`src/rtl/rename_pkg.sv`:
```
`default_nettype none

package rename_pkg;

    localparam int rob_depth = 8;
    localparam int reg_count = 32;

    typedef logic [4:0]  reg_name_t;  // Architectural register name
    typedef logic [31:0] data_t;
    typedef logic [31:0] inst_t;
    typedef logic [31:0] addr_t;
    typedef logic [3:0]  tag_t;       // 0 = value in register file, 1..8 = ROB slot + 1
    typedef logic [2:0]  rob_idx_t;   // ROB slot pointer
    typedef logic [3:0]  rob_cnt_t;   // Occupancy, 0..rob_depth
    typedef logic [6:0]  opcode_t;

    typedef enum logic [2:0] {
        op_alu    = 3'd0,
        op_lui    = 3'd1,
        op_load   = 3'd2,
        op_store  = 3'd3,
        op_branch = 3'd4,
        op_jal    = 3'd5
    } op_class_t;

    // RV32I major opcodes
    localparam opcode_t opc_lui    = 7'b0110111;
    localparam opcode_t opc_auipc  = 7'b0010111;
    localparam opcode_t opc_jal    = 7'b1101111;
    localparam opcode_t opc_jalr   = 7'b1100111;
    localparam opcode_t opc_branch = 7'b1100011;
    localparam opcode_t opc_load   = 7'b0000011;
    localparam opcode_t opc_store  = 7'b0100011;
    localparam opcode_t opc_op_imm = 7'b0010011;
    localparam opcode_t opc_op     = 7'b0110011;

    localparam addr_t pc_step = 32'd4;

endpackage

`default_nettype wire
```
`src/rtl/rename_core.sv`:
```
`default_nettype none

module rename_core (
    input  wire logic                  clk,
    input  wire logic                  rst,
    input  wire logic                  clr,
    input  wire logic                  inst_en,
    input  wire rename_pkg::inst_t     inst,
    input  wire logic                  wb_en,
    input  wire rename_pkg::tag_t      wb_tag,
    input  wire rename_pkg::data_t     wb_data,
    output logic                       issue_rdy,
    output logic                       disp_en,
    output rename_pkg::data_t          disp_rs1_val,
    output rename_pkg::tag_t           disp_rs1_tag,
    output rename_pkg::data_t          disp_rs2_val,
    output rename_pkg::tag_t           disp_rs2_tag,
    output rename_pkg::reg_name_t      disp_rd,
    output rename_pkg::op_class_t      disp_op,
    output rename_pkg::data_t          disp_imm,
    output rename_pkg::addr_t          disp_pc,
    output rename_pkg::tag_t           disp_tag,
    output logic                       commit_en,
    output rename_pkg::reg_name_t      commit_rd,
    output rename_pkg::data_t          commit_data
);

    logic                  dec_en;
    rename_pkg::reg_name_t dec_rs1;
    rename_pkg::reg_name_t dec_rs2;
    rename_pkg::reg_name_t dec_rd;
    rename_pkg::op_class_t dec_op;
    rename_pkg::data_t     dec_imm;
    rename_pkg::addr_t     dec_pc;

    logic                  commit_wr;
    rename_pkg::tag_t      commit_tag;

    inst_decoder u_decoder (
        .clk     (clk),
        .rst     (rst),
        .clr     (clr),
        .rdy     (issue_rdy),
        .inst_en (inst_en),
        .inst    (inst),
        .dec_en  (dec_en),
        .dec_rs1 (dec_rs1),
        .dec_rs2 (dec_rs2),
        .dec_rd  (dec_rd),
        .dec_op  (dec_op),
        .dec_imm (dec_imm),
        .dec_pc  (dec_pc)
    );

    tag_regfile u_regfile (
        .clk          (clk),
        .rst          (rst),
        .clr          (clr),
        .rdy          (issue_rdy),
        .dec_en       (dec_en),
        .dec_rs1      (dec_rs1),
        .dec_rs2      (dec_rs2),
        .dec_rd       (dec_rd),
        .dec_op       (dec_op),
        .dec_imm      (dec_imm),
        .dec_pc       (dec_pc),
        .alloc_tag    (disp_tag),
        .commit_en    (commit_en),
        .commit_wr    (commit_wr),
        .commit_rd    (commit_rd),
        .commit_data  (commit_data),
        .commit_tag   (commit_tag),
        .disp_en      (disp_en),
        .disp_rs1_val (disp_rs1_val),
        .disp_rs2_val (disp_rs2_val),
        .disp_rs1_tag (disp_rs1_tag),
        .disp_rs2_tag (disp_rs2_tag),
        .disp_rd      (disp_rd),
        .disp_op      (disp_op),
        .disp_imm     (disp_imm),
        .disp_pc      (disp_pc)
    );

    reorder_buffer u_rob (
        .clk         (clk),
        .rst         (rst),
        .clr         (clr),
        .disp_en     (disp_en),
        .disp_op     (disp_op),
        .disp_rd     (disp_rd),
        .wb_en       (wb_en),
        .wb_tag      (wb_tag),
        .wb_data     (wb_data),
        .rdy         (issue_rdy),
        .alloc_tag   (disp_tag),   // Tag of the instruction dispatching this cycle
        .commit_en   (commit_en),
        .commit_wr   (commit_wr),
        .commit_rd   (commit_rd),
        .commit_data (commit_data),
        .commit_tag  (commit_tag)
    );

endmodule

`default_nettype wire

```
`src/rtl/reorder_buffer.sv`:
```
`default_nettype none

module reorder_buffer (
    input  wire logic                  clk,
    input  wire logic                  rst,
    input  wire logic                  clr,
    input  wire logic                  disp_en,
    input  wire rename_pkg::op_class_t disp_op,
    input  wire rename_pkg::reg_name_t disp_rd,
    input  wire logic                  wb_en,
    input  wire rename_pkg::tag_t      wb_tag,
    input  wire rename_pkg::data_t     wb_data,
    output logic                       rdy,
    output rename_pkg::tag_t           alloc_tag,
    output logic                       commit_en,
    output logic                       commit_wr,
    output rename_pkg::reg_name_t      commit_rd,
    output rename_pkg::data_t          commit_data,
    output rename_pkg::tag_t           commit_tag
);

    logic                  ent_done [rename_pkg::rob_depth];
    logic                  ent_wr   [rename_pkg::rob_depth];
    rename_pkg::reg_name_t ent_rd   [rename_pkg::rob_depth];
    rename_pkg::data_t     ent_data [rename_pkg::rob_depth];

    rename_pkg::rob_idx_t head;
    rename_pkg::rob_idx_t tail;
    rename_pkg::rob_cnt_t count;
    rename_pkg::rob_idx_t wb_idx;

    // Slot n is known outside as tag n+1
    assign alloc_tag  = {1'b0, tail} + 4'd1;
    assign commit_tag = {1'b0, head} + 4'd1;
    assign wb_idx     = rename_pkg::rob_idx_t'(wb_tag - 4'd1);

    assign rdy = (count != rename_pkg::rob_cnt_t'(rename_pkg::rob_depth));

    assign commit_en   = (count != '0) && ent_done[head];
    assign commit_wr   = ent_wr[head];
    assign commit_rd   = ent_rd[head];
    assign commit_data = ent_data[head];

    always_ff @(posedge clk) begin
        if (rst || clr) begin
            head  <= '0;
            tail  <= '0;
            count <= '0;
            for (int i = 0; i < rename_pkg::rob_depth; i++)
                ent_done[i] <= 1'b0;
        end else begin
            if (disp_en) begin
                ent_done[tail] <= 1'b0;
                tail           <= tail + 3'd1;
            end
            if (wb_en && (wb_tag != '0))
                ent_done[wb_idx] <= 1'b1;
            if (commit_en)
                head <= head + 3'd1;
            case ({disp_en, commit_en})
                2'b10:   count <= count + 4'd1;
                2'b01:   count <= count - 4'd1;
                default: ;  // Both or neither leave occupancy unchanged
            endcase
        end
    end

    // Entry payload
    always_ff @(posedge clk) begin
        if (disp_en) begin
            ent_wr[tail] <= (disp_op != rename_pkg::op_store) &&
                            (disp_op != rename_pkg::op_branch);
            ent_rd[tail] <= disp_rd;
        end
        if (wb_en && (wb_tag != '0))
            ent_data[wb_idx] <= wb_data;
    end

endmodule

`default_nettype wire

```
`src/rtl/tag_regfile.sv`:
```
`default_nettype none

module tag_regfile (
    input  wire logic                  clk,
    input  wire logic                  rst,
    input  wire logic                  clr,
    input  wire logic                  rdy,
    input  wire logic                  dec_en,
    input  wire rename_pkg::reg_name_t dec_rs1,
    input  wire rename_pkg::reg_name_t dec_rs2,
    input  wire rename_pkg::reg_name_t dec_rd,
    input  wire rename_pkg::op_class_t dec_op,
    input  wire rename_pkg::data_t     dec_imm,
    input  wire rename_pkg::addr_t     dec_pc,
    input  wire rename_pkg::tag_t      alloc_tag,
    input  wire logic                  commit_en,
    input  wire logic                  commit_wr,
    input  wire rename_pkg::reg_name_t commit_rd,
    input  wire rename_pkg::data_t     commit_data,
    input  wire rename_pkg::tag_t      commit_tag,
    output logic                       disp_en,
    output rename_pkg::data_t          disp_rs1_val,
    output rename_pkg::data_t          disp_rs2_val,
    output rename_pkg::tag_t           disp_rs1_tag,
    output rename_pkg::tag_t           disp_rs2_tag,
    output rename_pkg::reg_name_t      disp_rd,
    output rename_pkg::op_class_t      disp_op,
    output rename_pkg::data_t          disp_imm,
    output rename_pkg::addr_t          disp_pc
);

    rename_pkg::data_t reg_val [rename_pkg::reg_count];
    rename_pkg::tag_t  reg_tag [rename_pkg::reg_count];

    logic rd_renamed;  // Dispatched instruction claims its destination
    logic commit_hit;  // Retiring writer is still the newest one for its register

    assign disp_en = dec_en && rdy && !clr;

    // Operand read sees the state before this edge
    assign disp_rs1_val = (dec_rs1 == '0) ? '0 : reg_val[dec_rs1];
    assign disp_rs2_val = (dec_rs2 == '0) ? '0 : reg_val[dec_rs2];
    assign disp_rs1_tag = (dec_rs1 == '0) ? '0 : reg_tag[dec_rs1];
    assign disp_rs2_tag = (dec_rs2 == '0) ? '0 : reg_tag[dec_rs2];

    assign disp_rd  = dec_rd;
    assign disp_op  = dec_op;
    assign disp_imm = dec_imm;
    assign disp_pc  = dec_pc;

    assign rd_renamed = disp_en && (dec_rd != '0) &&
                        (dec_op != rename_pkg::op_store) &&
                        (dec_op != rename_pkg::op_branch);

    assign commit_hit = commit_en && commit_wr && (commit_rd != '0) &&
                        (reg_tag[commit_rd] == commit_tag);

    always_ff @(posedge clk) begin
        if (rst) begin
            for (int i = 0; i < rename_pkg::reg_count; i++) begin
                reg_val[i] <= '0;
                reg_tag[i] <= '0;
            end
        end else begin
            // Retirement still lands during a flush
            if (commit_en && commit_wr && (commit_rd != '0))
                reg_val[commit_rd] <= commit_data;
            if (clr) begin
                for (int i = 0; i < rename_pkg::reg_count; i++)
                    reg_tag[i] <= '0;
            end else begin
                if (commit_hit)
                    reg_tag[commit_rd] <= '0;
                if (rd_renamed)
                    reg_tag[dec_rd] <= alloc_tag;  // Newer writer overrides the clear
            end
        end
    end

endmodule

`default_nettype wire

```
`src/rtl/inst_decoder.sv`:
```
`default_nettype none

module inst_decoder (
    input  wire logic                 clk,
    input  wire logic                 rst,
    input  wire logic                 clr,
    input  wire logic                 rdy,
    input  wire logic                 inst_en,
    input  wire rename_pkg::inst_t    inst,
    output logic                      dec_en,
    output rename_pkg::reg_name_t     dec_rs1,
    output rename_pkg::reg_name_t     dec_rs2,
    output rename_pkg::reg_name_t     dec_rd,
    output rename_pkg::op_class_t     dec_op,
    output rename_pkg::data_t         dec_imm,
    output rename_pkg::addr_t         dec_pc
);

    rename_pkg::addr_t     pc_cnt;    // pc of the next accepted instruction
    rename_pkg::op_class_t op_next;
    rename_pkg::data_t     imm_next;

    always_comb begin
        op_next  = rename_pkg::op_alu;
        imm_next = '0;
        case (inst[6:0])
            rename_pkg::opc_lui: begin
                op_next  = rename_pkg::op_lui;
                imm_next = {inst[31:12], 12'b0};
            end
            rename_pkg::opc_auipc: begin
                imm_next = {inst[31:12], 12'b0};
            end
            rename_pkg::opc_jal: begin
                op_next  = rename_pkg::op_jal;
                imm_next = {{11{inst[31]}}, inst[31], inst[19:12], inst[20], inst[30:21], 1'b0};
            end
            rename_pkg::opc_jalr: begin
                op_next  = rename_pkg::op_jal;
                imm_next = {{20{inst[31]}}, inst[31:20]};
            end
            rename_pkg::opc_branch: begin
                op_next  = rename_pkg::op_branch;
                imm_next = {{19{inst[31]}}, inst[31], inst[7], inst[30:25], inst[11:8], 1'b0};
            end
            rename_pkg::opc_load: begin
                op_next  = rename_pkg::op_load;
                imm_next = {{20{inst[31]}}, inst[31:20]};
            end
            rename_pkg::opc_store: begin
                op_next  = rename_pkg::op_store;
                imm_next = {{20{inst[31]}}, inst[31:25], inst[11:7]};
            end
            rename_pkg::opc_op_imm: begin
                imm_next = {{20{inst[31]}}, inst[31:20]};
            end
            default: ;  // Register-register ALU, no immediate
        endcase
    end

    always_ff @(posedge clk) begin
        if (rst || clr) begin
            dec_en  <= 1'b0;
            dec_rs1 <= '0;
            dec_rs2 <= '0;
            dec_rd  <= '0;
            dec_op  <= rename_pkg::op_alu;
            dec_imm <= '0;
            dec_pc  <= '0;
            pc_cnt  <= '0;
        end else if (rdy) begin  // Hold everything while stalled
            dec_en <= inst_en;
            if (inst_en) begin
                dec_rs1 <= inst[19:15];
                dec_rs2 <= inst[24:20];
                dec_rd  <= inst[11:7];
                dec_op  <= op_next;
                dec_imm <= imm_next;
                dec_pc  <= pc_cnt;
                pc_cnt  <= pc_cnt + rename_pkg::pc_step;
            end
        end
    end

endmodule

`default_nettype wire

```
`config.mk`:
```
export PLATFORM = sky130hd
export DESIGN_NAME = rename_core
export DESIGN_NICKNAME = d
export VERILOG_FILES = /design/src/rtl/rename_pkg.sv /design/src/rtl/rename_core.sv /design/src/rtl/reorder_buffer.sv /design/src/rtl/tag_regfile.sv /design/src/rtl/inst_decoder.sv
export SDC_FILE = /design/constraint.sdc
export NUM_CORES = 2
export LEC_CHECK = 0
export CORE_MARGIN = 3
export CORE_UTILIZATION = 45
export DETAILED_ROUTE_END_ITERATION = 6
export DONT_BUFFER_PORTS = 1
export HOLD_SLACK_MARGIN = 0.05
export PLACE_DENSITY = 0.64
export RECOVER_POWER = 25
export SETUP_SLACK_MARGIN = 0.2
export SLEW_MARGIN = 10
export SYNTH_ARGS = -nofsm -noshare
export SYNTH_HDL_FRONTEND = slang
export SYNTH_SLANG_ARGS = --single-unit
export TNS_END_PERCENT = 20
```
`constraint.sdc`:
```
create_clock -name clk -period 7.3 [get_ports clk]
set_input_delay 0 -clock clk [delete_from_list [all_inputs] [get_ports clk]]
set_output_delay 0 -clock clk [all_outputs]
set_load 0.005 [all_outputs]
```
==> impl_metrics.ini <==
[synth]
synth_area_leaders = edfxtp_1 56%, mux4_2 23%, nor2_1 6.2%
synth_compound_area_frac = 0.0264
yosysSeqAreaShare = 0.600
synthArstFlopShare = 0
synthCells = 5162
synth_fa_ha_area_frac = 0.00139
synth_top_area_cell = edfxtp_1
synth_top_family_by_area = multiplexers
synth_top_area_frac = 0.564
synth_xor_area_frac = 0.00384
synth-edff-count = 1456
ys_seq_elements = 1598
yosysUniqueCellTypes = 75
synthFlopType = edfxtp_1
ys_warn_count = 0
synth_area_um2 = 77600
synthMuxAreaShare = 0.250
yosys.area_share.simple = 0.0891
syn_avg_cell_area_um2 = 15.0

[grt]
grt_first_pass_wirelength_mm = 357
grt_use_total = 0.279
grt_overflow = 0
grt_pass1_vias = 49100
grt_start_max_net_pins = 137
antenna_found_initial = 7

[layout]
post_route_cells_drive_above_1_share = 0.251
syn2layout_area_growth_pct = 12.9
multi_input_area_um2 = 29600
layout.nets = 5281
stdcell_count = 7633
ff_latch_area_um2 = 46600
fill_cells = 14000

[route]
drc = 0
routed_via_density = 6.42
vias = 49000
ant_nets = 0
wl_per_cell_um = 32.6
routed_wirelength_mm = 249
drt_iter0_markers = 6915
dr.pass1.iters = 6

[setup_path]
worstSetupPathType = primary input to flop
critPathCaptureType = flop
cp.arrival_ns = 7.26
worstPathMaxFanout = 40
worstPathRequired_ns = 8.01
startpoint_type = primary input

[pwr]
powerDensity_nw_per_um2 = 235
irDropWorstVdd_mv = 0.271
cellLeakagePower_uw = 0.0288

[run_status]
status = finished, violations left
violations = max-capacitance violations, max-slew violations

[clocking]
postCtsSetupRepairBufs = 0
numClockSinks = 1598
clock_path_buffers = 3
clk_latency_ns = 0.82
clk_pin_slew_ns = 0.06
htreeDepth = 4
cts_buffers = 169
tritoncts = built
clockRootBuffer = clkbuf_16

[sta]
fin_crit_ns = 6.55
slew_viol_final = 553
fmax_mhz = 153
rsz0062_at_grt = false
hold_viol = 0
slew_headroom = -1.61
tightest_slew_ns = 3.92
hold_ws_ns = 0.123
period_share = 0.898
finClkSkew_ns = 0.0583
tns_ns = 0
setup-violations-final = 0

[place]
dp.cells = 7158
portBuffers = 0
hpwl_mm = 152
place_congestion = 0.947

[floorplan]
dieArea_um2 = 177000
core_um2 = 170000
rows = 151
start_util = 0.455
dieWidth_um = 421
ios = 261
die_height_um = 421

[min_path]
hold_class = primary input to flop

[flow_run]
maxCapViolations = 16
-- worst paths after layout --
path	slack, ns	startpoint	to	cells after the start
worst max-delay path	0.75	rst	u_rob.ent_done[2]$_DFF_P_	6
worst min-delay path	0.12	rst	u_regfile.reg_val[17][5]$_SDFFCE_PN0P_	1
worst max register to register	1.51	flop	u_regfile.reg_tag[17][3]$_SDFFCE_PN0P_	13
worst min register to register	0.45	u_decoder.pc_cnt[7]$_SDFFE_PP0P_	u_decoder.dec_pc[7]$_SDFFE_PP0P_	2
-- Yosys cell counts, types with 24 or more instances --
library cell  count
o31ai_2          30
inv_1            55
nor3_1           50
a21oi_1         145
nor2_1         1274
dfxtp_1         142
o21ai_0          24
clkbuf_1        316
nand2_1         272
buf_2            87
buf_1            70
nand3_1          33
edfxtp_1       1456
mux2i_1         135
mux4_2          796
nand2b_1         37
-- kinds of logic after synthesis --
group                    Yosys count
AO/OA/AOI/OAI                    300
AND/OR/NAND/NOR                 1736
XOR/XNOR                          34
buffers and inverters            545
multiplexers                     940
adder cells (fa/ha/maj)            8
flip-flops                      1598
other                              1
-- report_power, final --
group / internal [µW] / switching, µW / total (µW)
clock: 4900 / 3710 / 8610
sequential: 10300 / 201 / 10500
combinational: 608 / 918 / 1530
total: 15800 / 4830 / 20600
-- sequential cells by signal, indices dropped and copies added, names as in the netlist, named ones only --
signal and flops:
u_decoder.dec_op 3, u_rob.ent_wr 8, u_rob.ent_rd 40, u_rob.head 3
u_rob.ent_done 8, u_rob.count 4, u_decoder.pc_cnt 30, u_decoder.dec_rs2 5
u_rob.ent_data 256, u_rob.tail 3, u_decoder.dec_en 1, u_regfile.reg_tag 128
u_regfile.reg_val 1024, u_decoder.dec_rs1 5, u_decoder.dec_rd 5, u_decoder.dec_imm 32
u_decoder.dec_pc 30
-- critical path, cell delays in order --
cell and delay [ns]:
dlygate4sd3_1 1.12, clkbuf_1 2.80, or2_0 1.40, clkbuf_1 1.21, a21oi_1 0.05, dlygate4sd3_1 0.62
-- final cells by class --
type,instances,area share
clock buffers,221,0.0525
multi-input cells,3056,0.337
diodes,1,0.0000286
clock inverters,87,0.0107
repair buffers,314,0.0319
well taps,2295,0.0328
flip-flops and latches,1598,0.532
inverters,61,0.00261
-- metrics by stage --
stage,total power (µW),util,setup WS [ns],cell area [µm²]
after floorplan,11500,-,3.68,77700
after global placement,12000,0.472,1.67,80500
after detailed placement,12100,0.472,1.59,80500
after CTS,20700,0.515,1.61,87700
after global routing,21200,0.514,0.715,87600
final,20600,0.514,0.747,87600
-- repair_timing --
item                                   in CTS  in global routing
resized for setup                           0                  0
hold buffers                              166                  0
endpoints found under the hold margin     811                  0
-- metal layers --
layer	routed length, µm	global-route usage	vias up
met1	91800	0.373	25500
met2	116000	0.431	3082
li1	-	-	19800
met4	13300	0.134	4
met5	26	0	-
met3	27200	0.0676	587
-- cell usage in the layout (no fill, tap or decap), drive strengths merged, types with 10 or more instances in the layout --
master / n
xor2: 22
and3: 14
mux4: 796
bufinv: 12
dfxtp: 142
inv: 66
buf: 131
conb: 38
dlygate4sd3: 164
a21oi: 146
nor2: 1274
clkbuf: 240
mux2i: 139
a2111oi: 10
clkinv: 67
nand2: 274
o21ai: 24
edfxtp: 1456
xnor2: 12
a211oi: 10
nor3: 50
o31ai: 32
nand3: 33
nand2b: 37
or3: 14
a21boi: 17
(Power assumes the default switching activity.)
